[config.mk]
export PLATFORM = sky130hd
export DESIGN_NAME = core_mem
export DESIGN_NICKNAME = d
export VERILOG_FILES = /design/src/mem_cfg_pkg.sv /design/src/mem_types_pkg.sv /design/src/core_mem.sv /design/src/iccm_mem.sv /design/src/dccm_mem.sv
export SDC_FILE = /design/constraint.sdc
export NUM_CORES = 1
export LEC_CHECK = 0
export BUFFER_PORTS_ARGS = -buffer_cell sky130_fd_sc_hd__buf_2
export CORE_AREA = 2 2 443 445
export DETAILED_ROUTE_END_ITERATION = 8
export DIE_AREA = 0 0 445 447
export MAX_ROUTING_LAYER = met4
export REMOVE_ABC_BUFFERS = 1
export SKIP_CTS_REPAIR_TIMING = 1
export SLEW_MARGIN = 0
export SYNTH_ARGS = -nofsm -noshare
export SYNTH_HDL_FRONTEND = slang
export SYNTH_SLANG_ARGS = --single-unit
[constraint.sdc]
create_clock -name clk -period 4.5 [get_ports clk]
set_clock_uncertainty 0.2 [all_clocks]
set_input_delay 0.675 -clock clk [delete_from_list [all_inputs] [get_ports clk]]
set_output_delay 0.675 -clock clk [all_outputs]
set_load 0.05 [all_outputs]
[src/mem_cfg_pkg.sv]
/* Sizes of the DCCM and ICCM. Bank counts must be powers of two,
   and the row widths must equal the address bits left above the bank index. */
package mem_cfg_pkg;

   // ******************************
   // DCCM, byte addressed
   // ******************************
   localparam int dccm_bits      = 10;   // Byte address width
   localparam int dccm_banks     = 4;
   localparam int dccm_row_bits  = 6;
   localparam int dccm_bank_bits = $clog2(dccm_banks);
   localparam int dccm_byte_bits = 2;    // Byte offset inside a 32-bit word

   // ******************************
   // ICCM, word addressed
   // ******************************
   localparam int iccm_word_bits = 9;    // 512 words
   localparam int iccm_banks     = 4;
   localparam int iccm_row_bits  = 7;
   localparam int iccm_bank_bits = $clog2(iccm_banks);

   // Stored word is data in the low bits, check bits above
   localparam int fdata_width = 39;
   localparam int data_width  = 32;

endpackage
[src/mem_types_pkg.sv]
/* Bank buses between the memory controllers and the external SRAMs.
   Request and response structs of both memories share field names,
   so one SRAM model serves either memory. */
package mem_types_pkg;

   // ******************************
   // DCCM bank buses
   // ******************************
   typedef struct packed {
      logic [mem_cfg_pkg::dccm_banks-1:0] clken;
      logic [mem_cfg_pkg::dccm_banks-1:0] wren;
      logic [mem_cfg_pkg::dccm_banks-1:0][mem_cfg_pkg::dccm_row_bits-1:0] addr;
      logic [mem_cfg_pkg::dccm_banks-1:0][mem_cfg_pkg::fdata_width-1:0] wr_data;
   } dccm_bank_req_t;   // 188 bits

   typedef struct packed {
      logic [mem_cfg_pkg::dccm_banks-1:0][mem_cfg_pkg::fdata_width-1:0] dout;
   } dccm_bank_rsp_t;   // 156 bits

   // ******************************
   // ICCM bank buses
   // ******************************
   typedef struct packed {
      logic [mem_cfg_pkg::iccm_banks-1:0] clken;
      logic [mem_cfg_pkg::iccm_banks-1:0] wren;
      logic [mem_cfg_pkg::iccm_banks-1:0][mem_cfg_pkg::iccm_row_bits-1:0] addr;
      logic [mem_cfg_pkg::iccm_banks-1:0][mem_cfg_pkg::fdata_width-1:0] wr_data;
   } iccm_bank_req_t;   // 192 bits

   typedef struct packed {
      logic [mem_cfg_pkg::iccm_banks-1:0][mem_cfg_pkg::fdata_width-1:0] dout;
   } iccm_bank_rsp_t;   // 156 bits

endpackage

[src/core_mem.sv]
`timescale 1ns/100ps
/* Memory block wrapper. Holds the DCCM and ICCM controllers and exports their
   bank buses, the SRAMs themselves live outside. Both memories always exist. */
module core_mem (
   input  logic clk,
   input  logic rst_n,

   // DCCM ports
   input  logic dccm_wren,
   input  logic dccm_rden,
   input  logic [mem_cfg_pkg::dccm_bits-1:0] dccm_wr_addr_lo,
   input  logic [mem_cfg_pkg::dccm_bits-1:0] dccm_wr_addr_hi,
   input  logic [mem_cfg_pkg::dccm_bits-1:0] dccm_rd_addr_lo,
   input  logic [mem_cfg_pkg::dccm_bits-1:0] dccm_rd_addr_hi,
   input  logic [mem_cfg_pkg::fdata_width-1:0] dccm_wr_data_lo,
   input  logic [mem_cfg_pkg::fdata_width-1:0] dccm_wr_data_hi,
   output logic [mem_cfg_pkg::fdata_width-1:0] dccm_rd_data_lo,
   output logic [mem_cfg_pkg::fdata_width-1:0] dccm_rd_data_hi,

   // ICCM ports
   input  logic iccm_wren,
   input  logic iccm_rden,
   input  logic [mem_cfg_pkg::iccm_word_bits-1:0] iccm_rw_addr,
   input  logic [2:0] iccm_wr_size,
   input  logic [2*mem_cfg_pkg::fdata_width-1:0] iccm_wr_data,
   output logic [2*mem_cfg_pkg::data_width-1:0] iccm_rd_data,
   output logic [2*mem_cfg_pkg::fdata_width-1:0] iccm_rd_data_ecc,

   // Exported SRAM buses
   output mem_types_pkg::dccm_bank_req_t dccm_export_req,
   input  mem_types_pkg::dccm_bank_rsp_t dccm_export_rsp,
   output mem_types_pkg::iccm_bank_req_t iccm_export_req,
   input  mem_types_pkg::iccm_bank_rsp_t iccm_export_rsp
);

   // ******************************
   // DCCM
   // ******************************
   dccm_mem dccm (
      .*,
      .bank_req(dccm_export_req),
      .bank_rsp(dccm_export_rsp)
   );

   // ******************************
   // ICCM
   // ******************************
   iccm_mem iccm (
      .*,
      .bank_req(iccm_export_req),
      .bank_rsp(iccm_export_rsp)
   );

endmodule

[src/iccm_mem.sv]
`timescale 1ns/100ps
/* ICCM controller. The address is a word address, halfword offsets not supported.
   Size 3 writes two consecutive words, any other size writes one. Reads always
   return two words. Never strobe read and write together. */
module iccm_mem (
   input  logic clk,
   input  logic rst_n,

   input  logic iccm_wren,
   input  logic iccm_rden,
   input  logic [mem_cfg_pkg::iccm_word_bits-1:0] iccm_rw_addr,
   input  logic [2:0] iccm_wr_size,
   input  logic [2*mem_cfg_pkg::fdata_width-1:0] iccm_wr_data,

   output logic [2*mem_cfg_pkg::data_width-1:0] iccm_rd_data,
   output logic [2*mem_cfg_pkg::fdata_width-1:0] iccm_rd_data_ecc,

   output mem_types_pkg::iccm_bank_req_t bank_req,
   input  mem_types_pkg::iccm_bank_rsp_t bank_rsp
);

   logic [mem_cfg_pkg::iccm_word_bits-1:0] addr_hi;
   logic [mem_cfg_pkg::iccm_bank_bits-1:0] bank_lo;
   logic [mem_cfg_pkg::iccm_bank_bits-1:0] bank_hi;
   logic [mem_cfg_pkg::iccm_row_bits-1:0]  row_lo;
   logic [mem_cfg_pkg::iccm_row_bits-1:0]  row_hi;
   logic [mem_cfg_pkg::iccm_banks-1:0]     sel_lo;
   logic [mem_cfg_pkg::iccm_banks-1:0]     sel_hi;
   logic [mem_cfg_pkg::iccm_banks-1:0]     wr_sel;
   logic [mem_cfg_pkg::iccm_banks-1:0]     rd_sel;
   logic                                   wr_double;
   logic [mem_cfg_pkg::iccm_bank_bits-1:0] rd_bank_q;
   logic [mem_cfg_pkg::iccm_bank_bits-1:0] rd_bank_nxt;
   logic [mem_cfg_pkg::fdata_width-1:0]    word_lo;
   logic [mem_cfg_pkg::fdata_width-1:0]    word_hi;

   // ******************************
   // Address decode
   // ******************************
   // Carry out of the bank field bumps the row
   assign addr_hi = iccm_rw_addr + 1'b1;

   assign bank_lo = iccm_rw_addr[mem_cfg_pkg::iccm_bank_bits-1:0];
   assign bank_hi = addr_hi[mem_cfg_pkg::iccm_bank_bits-1:0];
   assign row_lo  = iccm_rw_addr[mem_cfg_pkg::iccm_word_bits-1 -: mem_cfg_pkg::iccm_row_bits];
   assign row_hi  = addr_hi[mem_cfg_pkg::iccm_word_bits-1 -: mem_cfg_pkg::iccm_row_bits];

   assign sel_lo = {{(mem_cfg_pkg::iccm_banks-1){1'b0}}, 1'b1} << bank_lo;
   assign sel_hi = {{(mem_cfg_pkg::iccm_banks-1){1'b0}}, 1'b1} << bank_hi;

   assign wr_double = (iccm_wr_size == 3'd3);

   assign wr_sel = {mem_cfg_pkg::iccm_banks{iccm_wren}} &
                   (sel_lo | (sel_hi & {mem_cfg_pkg::iccm_banks{wr_double}}));
   assign rd_sel = {mem_cfg_pkg::iccm_banks{iccm_rden}} & (sel_lo | sel_hi);

   // ******************************
   // Bank request steering
   // ******************************
   assign bank_req.clken = wr_sel | rd_sel;
   assign bank_req.wren  = wr_sel;

   // Lo and hi never share a bank, low 39 bits go to the addressed word
   always_comb begin
      for (int b = 0; b < mem_cfg_pkg::iccm_banks; b++) begin
         bank_req.addr[b]    = sel_lo[b] ? row_lo : row_hi;
         bank_req.wr_data[b] = sel_lo[b] ?
                               iccm_wr_data[mem_cfg_pkg::fdata_width-1:0] :
                               iccm_wr_data[2*mem_cfg_pkg::fdata_width-1 -: mem_cfg_pkg::fdata_width];
      end
   end

   // ******************************
   // Read assembly
   // ******************************
   always_ff @(posedge clk) begin
      if (!rst_n) begin
         rd_bank_q <= '0;
      end else if (iccm_rden) begin
         rd_bank_q <= bank_lo;
      end
   end

   assign rd_bank_nxt = rd_bank_q + 1'b1;   // Wraps 3 to 0

   assign word_lo = bank_rsp.dout[rd_bank_q];
   assign word_hi = bank_rsp.dout[rd_bank_nxt];

   assign iccm_rd_data_ecc = {word_hi, word_lo};
   assign iccm_rd_data     = {word_hi[mem_cfg_pkg::data_width-1:0],
                              word_lo[mem_cfg_pkg::data_width-1:0]};   // Data fields only

endmodule

[src/dccm_mem.sv]
`timescale 1ns/100ps
/* DCCM controller. Lo and hi are byte addresses of 32-bit words, so an unaligned
   access spans two adjacent banks. Never strobe read and write together, the
   write wins and read data is then undefined. ECC is stored, not checked. */
module dccm_mem (
   input  logic clk,
   input  logic rst_n,

   input  logic dccm_wren,
   input  logic dccm_rden,
   input  logic [mem_cfg_pkg::dccm_bits-1:0] dccm_wr_addr_lo,
   input  logic [mem_cfg_pkg::dccm_bits-1:0] dccm_wr_addr_hi,
   input  logic [mem_cfg_pkg::dccm_bits-1:0] dccm_rd_addr_lo,
   input  logic [mem_cfg_pkg::dccm_bits-1:0] dccm_rd_addr_hi,
   input  logic [mem_cfg_pkg::fdata_width-1:0] dccm_wr_data_lo,
   input  logic [mem_cfg_pkg::fdata_width-1:0] dccm_wr_data_hi,

   output logic [mem_cfg_pkg::fdata_width-1:0] dccm_rd_data_lo,
   output logic [mem_cfg_pkg::fdata_width-1:0] dccm_rd_data_hi,

   output mem_types_pkg::dccm_bank_req_t bank_req,
   input  mem_types_pkg::dccm_bank_rsp_t bank_rsp
);

   logic [mem_cfg_pkg::dccm_bits-1:0]      addr_lo;
   logic [mem_cfg_pkg::dccm_bits-1:0]      addr_hi;
   logic [mem_cfg_pkg::dccm_bank_bits-1:0] bank_lo;
   logic [mem_cfg_pkg::dccm_bank_bits-1:0] bank_hi;
   logic [mem_cfg_pkg::dccm_row_bits-1:0]  row_lo;
   logic [mem_cfg_pkg::dccm_row_bits-1:0]  row_hi;
   logic [mem_cfg_pkg::dccm_banks-1:0]     sel_lo;
   logic [mem_cfg_pkg::dccm_banks-1:0]     sel_hi;
   logic [mem_cfg_pkg::dccm_banks-1:0]     sel_any;
   logic [mem_cfg_pkg::dccm_bank_bits-1:0] rd_bank_lo_q;
   logic [mem_cfg_pkg::dccm_bank_bits-1:0] rd_bank_hi_q;

   // ******************************
   // Address decode
   // ******************************
   assign addr_lo = dccm_wren ? dccm_wr_addr_lo : dccm_rd_addr_lo;   // Write has priority
   assign addr_hi = dccm_wren ? dccm_wr_addr_hi : dccm_rd_addr_hi;

   assign bank_lo = addr_lo[mem_cfg_pkg::dccm_byte_bits +: mem_cfg_pkg::dccm_bank_bits];
   assign bank_hi = addr_hi[mem_cfg_pkg::dccm_byte_bits +: mem_cfg_pkg::dccm_bank_bits];
   assign row_lo  = addr_lo[mem_cfg_pkg::dccm_bits-1 -: mem_cfg_pkg::dccm_row_bits];
   assign row_hi  = addr_hi[mem_cfg_pkg::dccm_bits-1 -: mem_cfg_pkg::dccm_row_bits];

   assign sel_lo  = {{(mem_cfg_pkg::dccm_banks-1){1'b0}}, 1'b1} << bank_lo;
   assign sel_hi  = {{(mem_cfg_pkg::dccm_banks-1){1'b0}}, 1'b1} << bank_hi;
   assign sel_any = sel_lo | sel_hi;

   // ******************************
   // Bank request steering
   // ******************************
   assign bank_req.clken = {mem_cfg_pkg::dccm_banks{dccm_wren | dccm_rden}} & sel_any;
   assign bank_req.wren  = {mem_cfg_pkg::dccm_banks{dccm_wren}} & sel_any;

   // Lo side claims a bank shared with hi, so hi word is dropped then
   always_comb begin
      for (int b = 0; b < mem_cfg_pkg::dccm_banks; b++) begin
         bank_req.addr[b]    = sel_lo[b] ? row_lo : row_hi;
         bank_req.wr_data[b] = sel_lo[b] ? dccm_wr_data_lo : dccm_wr_data_hi;
      end
   end

   // ******************************
   // Read data return
   // ******************************
   always_ff @(posedge clk) begin
      if (!rst_n) begin
         rd_bank_lo_q <= '0;
         rd_bank_hi_q <= '0;
      end else if (dccm_rden) begin
         rd_bank_lo_q <= bank_lo;
         rd_bank_hi_q <= bank_hi;
      end
   end

   // SRAM outputs hold, so the steered words hold until next read
   assign dccm_rd_data_lo = bank_rsp.dout[rd_bank_lo_q];
   assign dccm_rd_data_hi = bank_rsp.dout[rd_bank_hi_q];

endmodule

==> results of run 1 <==
metal layers:
metal,track usage
met4,0.0621
met2,0.188
met5,-
met1,0.126
met3,0.0704
metrics by stage:
| step | cells | hold slack (ns) | utilization | area (um2) |
|---|---|---|---|---|
| floorplan | 694 | 0.603 | - | 8870 |
| global placement | 4379 | 0.538 | 0.0927 | 18000 |
| detailed placement | 4379 | 0.547 | 0.0927 | 18000 |
| CTS | 4382 | 0.542 | 0.0931 | 18100 |
| global route | 4458 | 0.552 | 0.0940 | 18300 |
cell families after synthesis:
family / Yosys count / share of synthesized area
multiplexers: 531 / 0.790
AO/OA/AOI/OAI: 41 / 0.0276
flip-flops: 6 / 0.0122
AND/OR/NAND/NOR: 81 / 0.0429
buffers and inverters: 167 / 0.0997
XOR/XNOR: 21 / 0.0187
adder cells (fa/ha/maj): 7 / 0.00891
==> results.py, run 1 <==
metrics = {
    "status": {
        "stop_stage": "detailed routing (5_2_route)",
        "error_message": "[ERROR DRT-0255] Maze Route cannot find path of net iccm_export_rsp[138] in worker of routeBox ( 434700 193200 ) ( 445000 241500 ).",
        "status": "did not finish",
    },
    "grt": {
        "grt-ovfl-total": 0,
        "antenna_found_initial": 99,
        "grt_max_degree": 46,
        "grt_pass1_wl_mm": 152,
        "grt_pass1_vias": 12748,
        "grt_usage": 0.123,
    },
    "clocking": {
        "htreeDepth": 1,
        "clkSinkCount": 6,
        "numCtsBuffers": 3,
        "clockBufferDepth": 2,
        "root_buffer": "clkbuf_16",
    },
    "synth": {
        "synth_commonest_cells": "287 x mux2_2, 156 x mux4_2, 72 x buf_4",
        "yosys_warnings": 0,
        "syn_avg_cell_area_um2": 11.5,
        "synth_top_cell_by_area": "mux4_2",
        "synth-async-reset-ratio": 0,
        "synth_edf_count": 0,
        "syn_area_um2": 9830,
        "yosysUniqueCellTypes": 45,
        "netlist.area_leader.share": 0.358,
        "synth_seq_cells": 6,
        "syn_inst": 854,
        "ys.flop_type": "dfxtp_1",
        "ys_seq_area_frac": 0.0122,
        "synth.most_common_cell": "mux2_2",
        "synthTopCellsByArea": "mux4_2 36%, mux2_2 33%, mux2i_1 5.9%",
    },
    "floorplanning": {
        "start_util": 0.0506,
        "fp.dieW_um": 445,
        "fp.dieH_um": 447,
        "num_io_pins": 1126,
        "rows": 162,
    },
    "placement": {
        "routabilityCongestion": 1.05,
        "hpwl_mm": 118,
        "dp_worst_setup_slack_ns": 0.905,
        "io_buffer_count": 1117,
    },
}
==> run 2, diff against run 1 <==
--- a/config.mk
+++ b/config.mk
@@ -9,7 +9,7 @@
 export CORE_AREA = 2 2 443 445
 export DETAILED_ROUTE_END_ITERATION = 8
 export DIE_AREA = 0 0 445 447
-export MAX_ROUTING_LAYER = met4
+export PLACE_DENSITY_LB_ADDON = 0.15
 export REMOVE_ABC_BUFFERS = 1
 export SKIP_CTS_REPAIR_TIMING = 1
 export SLEW_MARGIN = 0
==> run 2 against run 1 <==
Against the previous run:
- global-route usage shrank 2.9 points
- synthesized cell count is the same
- the flow now finishes without violations
- area after synthesis is the same
==> results.py, run 2 <==
metrics = {
    "timing": {
        "setup_slack_ns": 0.835,
        "setup_viol": 0,
        "rsz0062_at_grt": "false",
        "drv_slew": 0,
        "fin_crit_ns": 3.67,
        "fmax_ghz": 0.273,
        "worstMarginPinSlew_ns": 0.938,
        "finalHoldViolations": 0,
        "maxSlewHeadroom": 0.375,
        "period_share": 0.814,
    },
    "floorplanning": {
        "dieArea_um2": 199000,
        "fp.dieH_um": 447,
        "fp.dieW_um": 445,
        "core_area_um2": 194000,
        "start_util": 0.0506,
        "num_io_pins": 1126,
        "rows": 162,
    },
    "critical_path": {
        "cp_num_buf_inv": 4,
        "max_stage_delay_ns": 0.57,
        "path_class": "input port to primary output",
        "setup.worst_path.start_class": "input port",
        "crit_family": "buffers and inverters",
        "critical_path.max_fanout": 39,
        "r2r-start": "dccm.rd_bank_lo_q[0]$_SDFFE_PN0P_",
        "worstSetupEndpointType": "primary output",
        "worstSetupStartpoint": "dccm_wren",
        "rrSetupSlack_ns": 3.06,
        "path_cells": "buf_2 -> buf_4 -> mux2i_4 -> buf_4 -> mux2_2 -> buf_2",
        "cpMaxStageDelayCell": "buf_4",
        "arrival_ns": 2.79,
        "required_ns": 3.62,
    },
    "grt": {
        "grt_max_degree": 49,
        "grt-ovfl-total": 0,
        "grt_pass1_wl_mm": 126,
        "grt_usage": 0.0941,
        "grt_pass1_vias": 12102,
        "antenna_found_initial": 67,
    },
    "synth": {
        "synth_compound_area_frac": 0.0276,
        "synth_commonest_cells": "287 x mux2_2, 156 x mux4_2, 72 x buf_4",
        "synth_seq_cells": 6,
        "netlist.area_leader.share": 0.358,
        "ys_seq_area_frac": 0.0122,
        "syn_inst": 854,
        "synthTopCellsByArea": "mux4_2 36%, mux2_2 33%, mux2i_1 5.9%",
        "muxShareOfSynthArea": 0.790,
        "synth.most_common_cell": "mux2_2",
        "yosys_warnings": 0,
        "synth_top_family_by_area": "multiplexers",
        "synth_edf_count": 0,
        "synthSimpleGateAreaFrac": 0.0429,
        "synth_xor_area_frac": 0.0187,
        "ys.flop_type": "dfxtp_1",
        "syn_avg_cell_area_um2": 11.5,
        "synth-async-reset-ratio": 0,
        "syn_area_um2": 9830,
        "yosysUniqueCellTypes": 45,
        "yosys.area_share.adder": 0.00891,
        "synth_top_cell_by_area": "mux4_2",
    },
    "clocking": {
        "clockBufferDepth": 2,
        "htreeDepth": 1,
        "root_buffer": "clkbuf_16",
        "insertion_delay_ns": 0.25,
        "clkSinkCount": 6,
        "clkTransAtPathRegs_ns": 0.04,
        "numCtsBuffers": 3,
        "cts_tree": "done",
    },
    "cells_and_area": {
        "nFillCells": 22729,
        "final_common_cell": "buf_2",
        "fin_cells": 4407,
        "layout.nets": 2380,
        "fin_area_um2": 18100,
        "layout-area-overhead-vs-synth_pct": 84.5,
        "utilization": 0.0933,
        "top_regs": "dccm.rd_bank_hi_q x2, dccm.rd_bank_lo_q x2, iccm.rd_bank_q x2",
        "layout_common_cells": "1117 x buf_2, 287 x mux2_2, 156 x mux4_2",
        "drive_above_1_share": 0.887,
    },
    "routing": {
        "viasPerCell": 2.79,
        "detail_route.iter0.violations": 534,
        "dr_total_vias": 12308,
        "met2_length_mm": 54.6,
        "routed_wl_mm": 101,
        "avgRoutedWirePerCell_um": 23.0,
        "antenna_left": 0,
        "first_pass_iters": 4,
        "wl_met3_mm": 6.58,
        "wl_met1_mm": 39.2,
        "drcViolationCount": 0,
        "top_layer": "met5",
    },
    "pwr": {
        "powerDensity_nw_per_um2": 226,
        "p_total_uw": 4100,
        "leakage_uw": 0.00758,
        "vdd_ir_drop_max_mv": 0.0793,
    },
    "placement": {
        "hpwl_mm": 91.9,
        "post_dp_cell_area_um2": 18000,
        "dp_worst_setup_slack_ns": 0.636,
        "dp_cells": 4384,
        "routabilityCongestion": 0.791,
        "io_buffer_count": 1117,
    },
    "status": {
        "status": "complete, no violations",
    },
    "worst_hold_path": {
        "hp-class": "flip-flop to flip-flop",
        "min-delay-start": "dccm.rd_bank_hi_q[1]$_SDFFE_PN0P_",
    },
    "flow_run": {
        "maxCapViolCount": 0,
    },
}
## run 2: cell counts after synthesis
Identical to the previous run, type by type.
## run 2: power breakdown
| part | internal (uW) | leakage [uW] | switching [uW] |
|---|---|---|---|
| Combinational | 1050 | 0.00749 | 2780 |
| Clock | 115 | 0.0000371 | 44.4 |
| Sequential | 56.9 | 0.0000529 | 63.0 |
| Total | 1220 | 0.00758 | 2880 |
## run 2: path summary, 6_finish.rpt
path	to	cells past startpoint
max	dccm_export_req[65]	6
min	dccm.rd_bank_hi_q[1]$_SDFFE_PN0P_	1
max reg2reg	dccm.rd_bank_lo_q[0]$_SDFFE_PN0P_	1
min reg2reg	dccm.rd_bank_hi_q[1]$_SDFFE_PN0P_	1
## run 2: kinds of logic after synthesis
family                     Yosys count
AOI/OAI and AO/OA                   41
xor gates and xnor gates            21
adders and majority gates            7
buffers and inverters              167
DFF                                  6
muxes                              531
and+or+nand+nor                     81
## run 2: metrics by stage
stage	setup TNS (ns)	hold slack, ns
2_1_floorplan	-88.60	0.603
3_3_place_gp	0	0.585
3_5_place_dp	0	0.578
4_1_cts	0	0.589
5_1_grt	0	0.598
6_report	0	0.566
## run 2: layout make-up
type                    instances  area [um2]  share of cell area
diodes                         20        50.0             0.00276
flip-flops and latches          6         138             0.00759
multi-input cells             681        8770               0.484
repair buffers               1148        5890               0.325
inverters                       7        26.3             0.00145
clock buffers                   3        75.1             0.00414
well taps                    2542        3180               0.175
## run 2: metal layers
metal  track usage  up-vias
li1              -     5380
met1         0.111     6275
met2         0.178      502
met3        0.0213      103
met4       0.00764       48
met5             0        -
(Power assumes the default switching activity.)
